## config.mk

```make
export PLATFORM = sky130hd
export DESIGN_NAME = audio_out_top
export DESIGN_NICKNAME = d
export VERILOG_FILES = /design/src/audio_pkg.sv /design/src/audio_out_top.sv /design/src/pan_port.sv /design/src/sigma_delta_dac.sv /design/src/stereo_mixer.sv
export SDC_FILE = /design/constraint.sdc
export NUM_CORES = 1
export LEC_CHECK = 0
export BUFFER_PORTS_ARGS = -buffer_cell sky130_fd_sc_hd__buf_2
export CORE_MARGIN = 5
export CORE_UTILIZATION = 59
export DETAILED_ROUTE_END_ITERATION = 8
export PLACE_DENSITY = 0.81
export SETUP_SLACK_MARGIN = 0.1
export SLEW_MARGIN = 20
export SYNTH_ARGS = -nofsm -noshare
export SYNTH_HDL_FRONTEND = slang
export SYNTH_SLANG_ARGS = --single-unit
```

## constraint.sdc

```tcl
create_clock -name clk -period 4.6 [get_ports clk]
set_clock_uncertainty 0.05 [all_clocks]
set_input_delay 0.69 -clock clk [delete_from_list [all_inputs] [get_ports clk]]
set_output_delay 0.69 -clock clk [all_outputs]
set_load 0.02 [all_outputs]
```

## src/audio_pkg.sv

```systemverilog
`default_nettype none

package audio_pkg;

   ////////////////////////////////////////////////////////////////////////////
   // Widths and payload types

   localparam int SRC_W    = 8;    // One source level
   localparam int SAMPLE_W = 9;    // Mixed sample, 0..511
   localparam int ACC_W    = 12;   // Mixing accumulator, signed during rescale
   localparam int SIGMA_W  = SAMPLE_W + 2;  // Modulator integrator

   typedef logic [SRC_W-1:0]    src_t;
   typedef logic [SAMPLE_W-1:0] sample_t;
   typedef logic [7:0]          pan_t;   // A l/r, B l/r, C l/r, beeper+drum l/r

   ////////////////////////////////////////////////////////////////////////////
   // CPU port

   localparam logic [7:0] PAN_ADDR  = 8'hF7;
   localparam pan_t       PAN_RESET = 8'h9F;   // ACB stereo, beeper+drum on both

   ////////////////////////////////////////////////////////////////////////////
   // Mixing frame

   localparam int FRAME_LEN  = 11;     // Cycles per mix frame
   localparam int MIX_BIAS   = 1024;   // Subtracted before the divide by 4
   localparam int SAMPLE_MID = 256;    // Re-centres the scaled sum

   // Beeper level, index is {ear, spk, mic}
   localparam src_t BEEPER_LEVEL [0:7] = '{
      8'd17, 8'd36, 8'd184, 8'd192, 8'd22, 8'd48, 8'd244, 8'd255
   };

endpackage

`default_nettype wire

```

## src/audio_out_top.sv

```systemverilog
`timescale 1ns/1ns
`default_nettype none

module audio_out_top (
   input  wire                     clk,
   input  wire                     mrst_n,
   // CPU bus
   input  wire [7:0]               addr,
   input  wire                     iorq_n,
   input  wire                     rd_n,
   input  wire                     wr_n,
   input  wire audio_pkg::pan_t    din,
   output wire audio_pkg::pan_t    dout,
   output wire                     oe_n,
   // Sound sources
   input  wire                     ear,
   input  wire                     spk,
   input  wire                     mic,
   input  wire audio_pkg::src_t    psg1_a,
   input  wire audio_pkg::src_t    psg1_b,
   input  wire audio_pkg::src_t    psg1_c,
   input  wire audio_pkg::src_t    psg2_a,
   input  wire audio_pkg::src_t    psg2_b,
   input  wire audio_pkg::src_t    psg2_c,
   input  wire audio_pkg::src_t    drum,
   // 1-bit streams
   output wire                     audio_left,
   output wire                     audio_right
);

   import audio_pkg::*;

   wire pan_t    pan;
   wire sample_t left_sample;
   wire sample_t right_sample;
   wire          sample_valid;   // Frame strobe to both modulators

   ////////////////////////////////////////////////////////////////////////////
   // Port F7 and mixer

   pan_port u_pan_port (
      .clk    (clk),
      .mrst_n (mrst_n),
      .addr   (addr),
      .iorq_n (iorq_n),
      .rd_n   (rd_n),
      .wr_n   (wr_n),
      .din    (din),
      .dout   (dout),
      .oe_n   (oe_n),
      .pan    (pan)
   );

   stereo_mixer u_mixer (
      .clk          (clk),
      .mrst_n       (mrst_n),
      .pan          (pan),
      .ear          (ear),
      .spk          (spk),
      .mic          (mic),
      .psg1_a       (psg1_a),
      .psg1_b       (psg1_b),
      .psg1_c       (psg1_c),
      .psg2_a       (psg2_a),
      .psg2_b       (psg2_b),
      .psg2_c       (psg2_c),
      .drum         (drum),
      .left_sample  (left_sample),
      .right_sample (right_sample),
      .sample_valid (sample_valid)
   );

   ////////////////////////////////////////////////////////////////////////////
   // One modulator per speaker

   sigma_delta_dac u_dac_left (
      .clk    (clk),
      .mrst_n (mrst_n),
      .sample (left_sample),
      .load   (sample_valid),
      .pdm    (audio_left)
   );

   sigma_delta_dac u_dac_right (
      .clk    (clk),
      .mrst_n (mrst_n),
      .sample (right_sample),
      .load   (sample_valid),
      .pdm    (audio_right)
   );

endmodule

`default_nettype wire

```

## src/pan_port.sv

```systemverilog
`timescale 1ns/1ns
`default_nettype none

module pan_port (
   input  wire                     clk,
   input  wire                     mrst_n,
   input  wire [7:0]               addr,
   input  wire                     iorq_n,
   input  wire                     rd_n,
   input  wire                     wr_n,
   input  wire audio_pkg::pan_t    din,
   output audio_pkg::pan_t         dout,
   output logic                    oe_n,
   output audio_pkg::pan_t         pan
);

   import audio_pkg::*;

   logic   addr_hit;   // Port F7 selected
   logic   wr_stb;
   pan_t   pan_q;

   // Address decode shared by both strobes
   assign addr_hit = (addr == PAN_ADDR) && !iorq_n;
   assign wr_stb   = addr_hit && !wr_n;

   // Panning register
   always_ff @(posedge clk) begin
      if (!mrst_n) begin
         pan_q <= PAN_RESET;
      end else if (wr_stb) begin
         pan_q <= din;   // Taken on the strobe edge
      end
   end

   // Read side is purely combinational
   assign oe_n = !(addr_hit && !rd_n);
   assign dout = pan_q;   // Always visible and qualified by oe_n

   assign pan = pan_q;    // Routing byte to the mixer

endmodule

`default_nettype wire

```

## src/sigma_delta_dac.sv

```systemverilog
`timescale 1ns/1ns
`default_nettype none

module sigma_delta_dac (
   input  wire                      clk,
   input  wire                      mrst_n,
   input  wire audio_pkg::sample_t  sample,
   input  wire                      load,
   output logic                     pdm
);

   import audio_pkg::*;

   sample_t            held;        // Last accepted sample
   sample_t            cur;
   logic [SIGMA_W-1:0] delta_fb;    // Feedback from the integrator top bit
   logic [SIGMA_W-1:0] sigma;
   logic [SIGMA_W-1:0] sigma_nxt;

   // New sample counts from the load edge on
   assign cur = load ? sample : held;

   // Top bit set means subtract full scale
   assign delta_fb  = {sigma[SIGMA_W-1], sigma[SIGMA_W-1], {SAMPLE_W{1'b0}}};
   assign sigma_nxt = sigma + delta_fb + SIGMA_W'(cur);

   always_ff @(posedge clk) begin
      if (!mrst_n) begin
         held  <= '0;
         sigma <= SIGMA_W'(1) << (SIGMA_W - 2);   // Mid-scale
         pdm   <= 1'b0;
      end else begin
         if (load) begin
            held <= sample;
         end
         sigma <= sigma_nxt;
         pdm   <= sigma[SIGMA_W-1];   // Registered pulse stream
      end
   end

endmodule

`default_nettype wire

```

## src/stereo_mixer.sv

```systemverilog
`timescale 1ns/1ns
`default_nettype none

module stereo_mixer (
   input  wire                       clk,
   input  wire                       mrst_n,
   input  wire audio_pkg::pan_t      pan,
   input  wire                       ear,
   input  wire                       spk,
   input  wire                       mic,
   input  wire audio_pkg::src_t      psg1_a,
   input  wire audio_pkg::src_t      psg1_b,
   input  wire audio_pkg::src_t      psg1_c,
   input  wire audio_pkg::src_t      psg2_a,
   input  wire audio_pkg::src_t      psg2_b,
   input  wire audio_pkg::src_t      psg2_c,
   input  wire audio_pkg::src_t      drum,
   output audio_pkg::sample_t        left_sample,
   output audio_pkg::sample_t        right_sample,
   output logic                      sample_valid
);

   import audio_pkg::*;

   localparam logic [3:0] LAST_STATE = 4'(FRAME_LEN - 1);

   logic [3:0]       state;        // Frame step 0..FRAME_LEN-1
   logic             frame_seen;   // One full frame done since reset
   src_t             beeper;
   logic [ACC_W-1:0] pair_a;
   logic [ACC_W-1:0] pair_b;
   logic [ACC_W-1:0] pair_c;
   logic [ACC_W-1:0] pair_d;
   logic [ACC_W-1:0] acc_l;
   logic [ACC_W-1:0] acc_r;

   ////////////////////////////////////////////////////////////////////////////
   // Group sums of two sources each

   assign beeper = BEEPER_LEVEL[{ear, spk, mic}];

   assign pair_a = ACC_W'(psg1_a) + ACC_W'(psg2_a);
   assign pair_b = ACC_W'(psg1_b) + ACC_W'(psg2_b);
   assign pair_c = ACC_W'(psg1_c) + ACC_W'(psg2_c);
   assign pair_d = ACC_W'(beeper) + ACC_W'(drum);   // Beeper plus drum DAC

   ////////////////////////////////////////////////////////////////////////////
   // Frame sequencer

   always_ff @(posedge clk) begin
      if (!mrst_n) begin
         state        <= 4'd0;
         frame_seen   <= 1'b0;
         sample_valid <= 1'b0;
      end else begin
         state        <= (state == LAST_STATE) ? 4'd0 : state + 4'd1;
         sample_valid <= (state == 4'd0) && frame_seen;   // One pulse per frame
         if (state == LAST_STATE) begin
            frame_seen <= 1'b1;
         end
      end
   end

   // Accumulators stepped by the frame state
   always_ff @(posedge clk) begin
      case (state)
         4'd0: begin
            if (frame_seen) begin   // Last frame's results out
               left_sample  <= acc_l[SAMPLE_W-1:0];
               right_sample <= acc_r[SAMPLE_W-1:0];
            end
            acc_l <= pan[7] ? pair_a : '0;   // A left
         end
         4'd1: acc_r <= pan[6] ? pair_a : '0;   // A right
         4'd2: if (pan[5]) acc_l <= acc_l + pair_b;
         4'd3: if (pan[4]) acc_r <= acc_r + pair_b;
         4'd4: if (pan[3]) acc_l <= acc_l + pair_c;
         4'd5: if (pan[2]) acc_r <= acc_r + pair_c;
         4'd6: if (pan[1]) acc_l <= acc_l + pair_d;   // Beeper+drum left
         4'd7: if (pan[0]) acc_r <= acc_r + pair_d;   // Beeper+drum right on bit 0
         4'd8: begin
            // Remove bias so the sum may go negative
            acc_l <= acc_l - ACC_W'(MIX_BIAS);
            acc_r <= acc_r - ACC_W'(MIX_BIAS);
         end
         4'd9: begin
            // Signed floor divide by 4
            acc_l <= {{2{acc_l[ACC_W-1]}}, acc_l[ACC_W-1:2]};
            acc_r <= {{2{acc_r[ACC_W-1]}}, acc_r[ACC_W-1:2]};
         end
         4'd10: begin
            acc_l <= acc_l + ACC_W'(SAMPLE_MID);   // Back to 0..510
            acc_r <= acc_r + ACC_W'(SAMPLE_MID);
         end
         default: begin
            acc_l <= acc_l;
            acc_r <= acc_r;
         end
      endcase
   end

endmodule

`default_nettype wire

```

After elaboration in Yosys (flattened, before gate mapping)
Memories as Yosys holds them, arrays and structs flattened.
Index checks and enable logic that the tools add are counted.
W data, S select, Z words.
- add/subtract/negate cells: 19
- $mul: 0
- div/mod/pow operators: 0
- $lt $le $gt $ge: 1
- eq/ne operators: 17
- shift-type cells: 0
- muxes and demuxes: 14
- bitwise gates (word level): 3
- reduce and logical (&&, ||, !) cells: 19
- operator list (operator ; count):
    $pmux W12 S7 ; 2
    $mux W12 ; 8
    $add A12 B12 Y12 ; 6
    $add A8 B8 Y9 ; 4
    $add A12 B9 Y12 const B ; 2
    $sub A12 B11 Y12 const B ; 2
    $add A11 B11 Y11 ; 2
    $add A11 B9 Y11 ; 2
    $mux W9 ; 2
    $eq A4 B3 Y1 const B ; 4
    $mux W8 ; 2
    $reduce_bool A7 Y1 ; 2
    $eq A4 B4 Y1 const B ; 3
    $ne A2 B2 Y1 const B ; 6
    $reduce_bool A6 Y1 ; 2
    $reduce_and A5 Y1 ; 2
    $eq A4 B2 Y1 const B ; 2
    $eq A8 B8 Y1 const B ; 1
    $reduce_and A4 Y1 ; 2
    $add A4 B1 Y4 const B ; 1
    $eq A4 B1 Y1 const B ; 1
    $ge A4 B4 Y1 const B ; 1
    $logic_and A1 B1 Y1 ; 4
    $logic_not A1 Y1 ; 4
    5 further kinds ; 6
- register bits: 98
- latch bits: 0
- bits in writable memories: 0
- ROM bits: 64
- bits of input ports: 80
- output and inout bits: 11
- word-level logic and storage cells: 90
- memories: 1
- memory list (name ; words ; width ; rd ports ; clocked after Yosys merged registers in ; wr ports ; RTL line ; text):
    (no name shown) ; 8 ; 8 ; 1 ; 0 ; 0 ; stereo_mixer.sv:40 ; assign beeper = BEEPER_LEVEL[{ear, spk, mic}];

Longest topological paths before layout
- word-level depth: 8
- gate-level depth with buffers: 19
- mapped depth without buffers: 19

By module
From an unflattened synthesis, not the netlist that was laid out.
- cells, all modules: 819
- area total of the unflattened synthesis: 7492.2 um2
- by module, submodules not included (module ; instances ; cells an instance ; area an instance (um2) ; sequential area each (um2)):
    stereo_mixer ; 1 ; 543 ; 4832.1 ; 1381.3
    sigma_delta_dac ; 2 ; 111 ; 1086.0 ; 420.4
    pan_port ; 1 ; 54 ; 488.0 ; 160.2

Least setup slack after synthesis
No wires, ideal clock.
- path kind: input to register
- start: input port spk
- end: register u_mixer.acc_l[11] (data pin)
- library setup time: 264 ps
- data arrival time: 3783 ps
- data required time: 4286 ps
- setup slack: 503 ps
- stages: 17
- buffers on the path: 0
- path through: inv_1 ha_1 nand2b_1 inv_1 ha_1 a21oi_1 o21ai_1 a2111oi_0 nor3_1 xnor2_1 o221ai_1 ha_1 and3_1 a2111oi_0 a211oi_1 mux2i_1 nand3_1
- cells in the longest elaborated chain, start to end: 8
- RTL lines (element ; RTL line ; text):
    start, declared ; audio_out_top.sv:17 ; input wire spk,
    $not A3 Y4 (not written as such) ; stereo_mixer.sv:40 ;
    $mem_v2 Z8 W8 ; n/a ;
    $mux W8 (not written as such) (2 in a row) ; stereo_mixer.sv:40 ;
    $add A8 B8 Y9 ; stereo_mixer.sv:45 ; assign pair_d = ACC_W'(beeper) + ACC_W'(drum);
    $add A12 B12 Y12 ; stereo_mixer.sv:79 ; 4'd6: if (pan[1]) acc_l <= acc_l + pair_d;
    $mux W12 ; stereo_mixer.sv:79 ;
    $pmux W12 S7 ; stereo_mixer.sv:66 ; case (state)
    end signal, assigned ; stereo_mixer.sv:72 ; acc_l <= pan[7] ? pair_a : '0;
    end signal, assigned ; stereo_mixer.sv:79 ;
    end signal, assigned ; stereo_mixer.sv:83 ; acc_l <= acc_l - ACC_W'(MIX_BIAS);
    end, declared ; stereo_mixer.sv:34 ; logic [ACC_W-1:0] acc_l;
Every way passes these cells. The select of a mux whose other input is x is not followed.
A chain may end at the register's enable or synchronous reset.

Worst setup path in the final report
Ends and elaborated chain as after synthesis.

==> results.py <==
metrics = {
    "routing": {
        "final_antenna_net_count": 0,
        "drt_first_pass_iters": 7,
        "drc": 0,
        "drt_iter0_drc": 370,
        "wirelength_um": 17900,
        "vias": 6162,
        "routedWlPerCell_um": 17.5,
        "vias_per_cell": 6.04,
    },
    "critical_path": {
        "end_kind": "flip-flop",
        "cp_data_arrival_time_ps": 4250,
        "r2r_slack_ps": 770,
        "worstReg2RegStart": "u_mixer.state[2]$_SDFF_PP0_",
        "r2r_cells": 12,
        "worst-setup-path-type": "in -> reg",
        "critPathSlowestCell": "ha_1",
        "slowest_delay_ps": 390,
        "r2r-end": "u_mixer.acc_r[11]$_DFFE_PP_",
        "path_max_fanout": 5,
        "worstPathCellList": "buf_2 -> inv_1 -> ha_1 -> nand2b_1 -> inv_1 -> ha_1 -> a21oi_1 -> o21ai_1 -> a2111oi_2 -> nor3_1 -> xnor2_1 -> o221ai_1 -> ha_1 -> and3_1 -> a2111oi_1 -> a211oi_1 -> mux2i_1 -> nand3_1",
        "required_ps": 4650,
        "critPathLaunchType": "input pin",
        "cpMostUsedCell": "ha_1",
    },
    "clock_network": {
        "clockRootBuffer": "clkbuf_16",
        "cts_tree": "done",
        "htree_levels": 3,
        "clkSinkCount": 98,
        "cts_buffer_depth": 2,
        "path_clk_slew_ps": 70,
        "insertion_delay_ps": 350,
        "cts_buffers": 9,
    },
    "global_route": {
        "gr-total-overflow": 0,
        "grt_max_degree": 60,
        "grt_use_total_pct": 25.1,
        "antenna_found_initial": 0,
        "grt_pass1_wl_um": 29700,
        "grt_pass1_vias": 6199,
    },
    "synthesis": {
        "synthFlopType": "dfxtp_1",
        "seq_area_frac_synth_pct": 33.0,
        "synth_edf_count": 42,
        "synth_top_area_share_pct": 17.5,
        "ys_warn_count": 0,
        "ys_ff_latch": 98,
        "syn_area_um2": 7230,
        "synthCells": 786,
        "avgSynthCellArea_um2": 9.19,
        "ys_types": 59,
        "ys_top_cells_by_count": "87 x ha_1, 63 x nor2_1, 56 x dfxtp_1, 56 x nand2_1, 45 x a21oi_1",
        "synth_area_leaders": "edfxtp_1 17%, dfxtp_1 16%, ha_1 15%",
        "synth_area_leader_cell": "edfxtp_1",
        "synthArstFlopShare_pct": 0,
        "synth.most_common_cell": "ha_1",
        "syn_nets": 961,
    },
    "floorplanning": {
        "initial_core_util_pct": 60.2,
        "die_w_um": 121,
        "die-area_um2": 14600,
        "num_rows": 40,
        "core_um2": 12000,
        "ioPinCount": 91,
        "die_height_um": 121,
    },
    "power_and_ir_drop": {
        "power_frac_seq_pct": 39.4,
        "leakagePower_uw": 0.00353,
        "p_per_area_nw_per_um2": 328,
        "pwr-share-clk_pct": 28.3,
        "switching_share_pct": 33.4,
        "irDropWorstVdd_mv": 0.175,
        "p_int_uw": 1770,
        "p_comb_share_pct": 32.3,
        "switchingPower_uw": 886,
    },
    "sta": {
        "post-route-period-util_pct": 91.3,
        "max-slew-margin-rel_pct": 41.7,
        "fin_setup_tns_ps": 0,
        "post-route-min-period_ps": 4200,
        "hold_viol": 0,
        "slew_viol_final": 0,
        "setup_viol": 0,
        "tightestPinTransition_ps": 875,
        "rsz0062_at_grt": "false",
        "max_freq_mhz": 238,
    },
    "min_path": {
        "whs_path_depth": 1,
        "hp-start": "u_dac_left.sigma[10]$_SDFF_PN0_",
        "hold_path.class": "reg -> reg",
        "min_delay_worst_endpoint": "u_dac_left.pdm$_SDFF_PN0_",
    },
    "finish": {
        "diodes": 0,
        "drive_gt1_share_pct": 16.0,
        "final_nets": 1043,
        "area_growth_pct": 12.1,
        "post-route-util_pct": 67.4,
        "nFillCells": 980,
    },
    "outcome": {
        "status": "complete, no violations",
    },
    "place": {
        "place_hpwl_um": 14400,
        "place_congestion": 0.917,
        "portBuffers": 90,
    },
    "run": {
        "maxCapViolCount": 0,
    },
}
## registers in the layout, indices dropped and copies added, names as in the netlist
register and cells:
u_mixer.acc_l 12, u_mixer.acc_r 12, u_dac_left.sigma 11, u_dac_right.sigma 11
u_dac_left.held 9, u_dac_right.held 9, u_mixer.left_sample 9, u_mixer.right_sample 9
u_pan_port.dout 8, u_mixer.state 4, u_dac_left.pdm 1, u_dac_right.pdm 1
u_mixer.frame_seen 1, u_mixer.sample_valid 1
## worst max-delay path: cells and delay by family
| family | cells | cell delay, ps |
|---|---|---|
| buf+inv | 3 | 300 |
| simple gates | 4 | 550 |
| xor+xnor | 1 | 250 |
| mux | 1 | 160 |
| fa+ha+maj | 3 | 930 |
| compound gates | 6 | 1360 |
## layout by cell type (no fill, tap or decap), types with 4 or more instances in the layout
master     count
buf_2         90
ha_1          87
nor2_1        63
nand2_1       56
dfxtp_1       56
a21oi_1       45
edfxtp_1      42
o21ai_0       41
and2_1        38
inv_1         34
xnor2_1       29
a22oi_1       19
o21ai_1       18
a211oi_1      17
mux2_2        17
nor2b_1       17
nor3_1        16
mux2i_1       16
xor2_1        16
a221o_1       12
a21o_1        12
o211ai_1      11
nand3_1       10
nand2b_1      10
clkbuf_16     10
fa_1           8
buf_4          7
o21a_1         6
o221ai_1       5
and3_1         5
o21bai_1       4
nor3b_1        4
## final cells by class
class	count	area, um^2	share of cell area, %
clock inverters	5	33.8	0.417
clock buffers	11	264	3.26
flip-flops and latches	98	2380	29.4
inverters	37	139	1.71
multi-input cells	625	4590	56.7
well taps	147	184	2.27
repair buffers	97	503	6.21
## metal layers
layer / part of all wire [%] / vias up / global-route usage, %
met1: 42 / 2907 / 30.9
li1: - / 3034 / -
met3: 4.3 / 39 / 3.04
met2: 50 / 182 / 44.7
met5: 0 / - / 0
met4: 3.1 / 0 / 9.49
## cells by family (layout without fill, tap and decap cells)
logic type               Yosys count  count (layout)  share of synthesized area, %
AND/OR/NAND/NOR                  238             238                          16.4
adder cells (fa/ha/maj)           95              95                          17.3
XOR/XNOR                          45              45                          5.45
multiplexers                      33              33                          4.86
buffers and inverters             63             150                          3.65
flip-flops                        98              98                          33.0
AO/OA/AOI/OAI                    214             214                          19.4
## worst max-delay path by stage
stage,endpoint,slack [ps],cells after the start,start
global route,u_mixer.acc_l[11]$_DFFE_PP_,100,18,spk
CTS,u_mixer.acc_l[11]$_DFFE_PP_,370,18,spk
global placement,u_mixer.acc_l[11]$_DFFE_PP_,110,19,spk
detailed placement,u_mixer.acc_l[11]$_DFFE_PP_,-10,18,spk
finish,u_mixer.acc_l[11]$_DFFE_PP_,400,18,spk
floorplan,u_mixer.acc_l[11]$_DFFE_PP_,500,17,spk
## power by group through the flow
stage	clock network (uW)	registers (uW)	logic [uW]
after floorplan	0	1030	629
after global placement	0	1060	799
after detailed placement	0	1060	822
after CTS	756	1040	826
after global routing	800	1050	950
final	751	1050	859
## repair_timing
action,in CTS,in global routing
endpoints found under the setup margin,0,1
buffers inserted,0,3
hold buffers,0,0
resized for setup,0,4
## per-stage QoR
step / total power, uW / std cells / area, um^2 / hold WS (ps) / setup WS, ps
floorplan: 1660 / 786 / 7230 / 383 / 503
global placement: 1860 / 1001 / 7770 / 397 / 114
detailed placement: 1890 / 1001 / 7770 / 410 / -15.0
CTS: 2630 / 1017 / 8070 / 426 / 371
global route: 2800 / 1020 / 8100 / 444 / 99.0
finish: 2660 / 1020 / 8100 / 420 / 399
No activity file was read; power rests on OpenSTA's default activity.
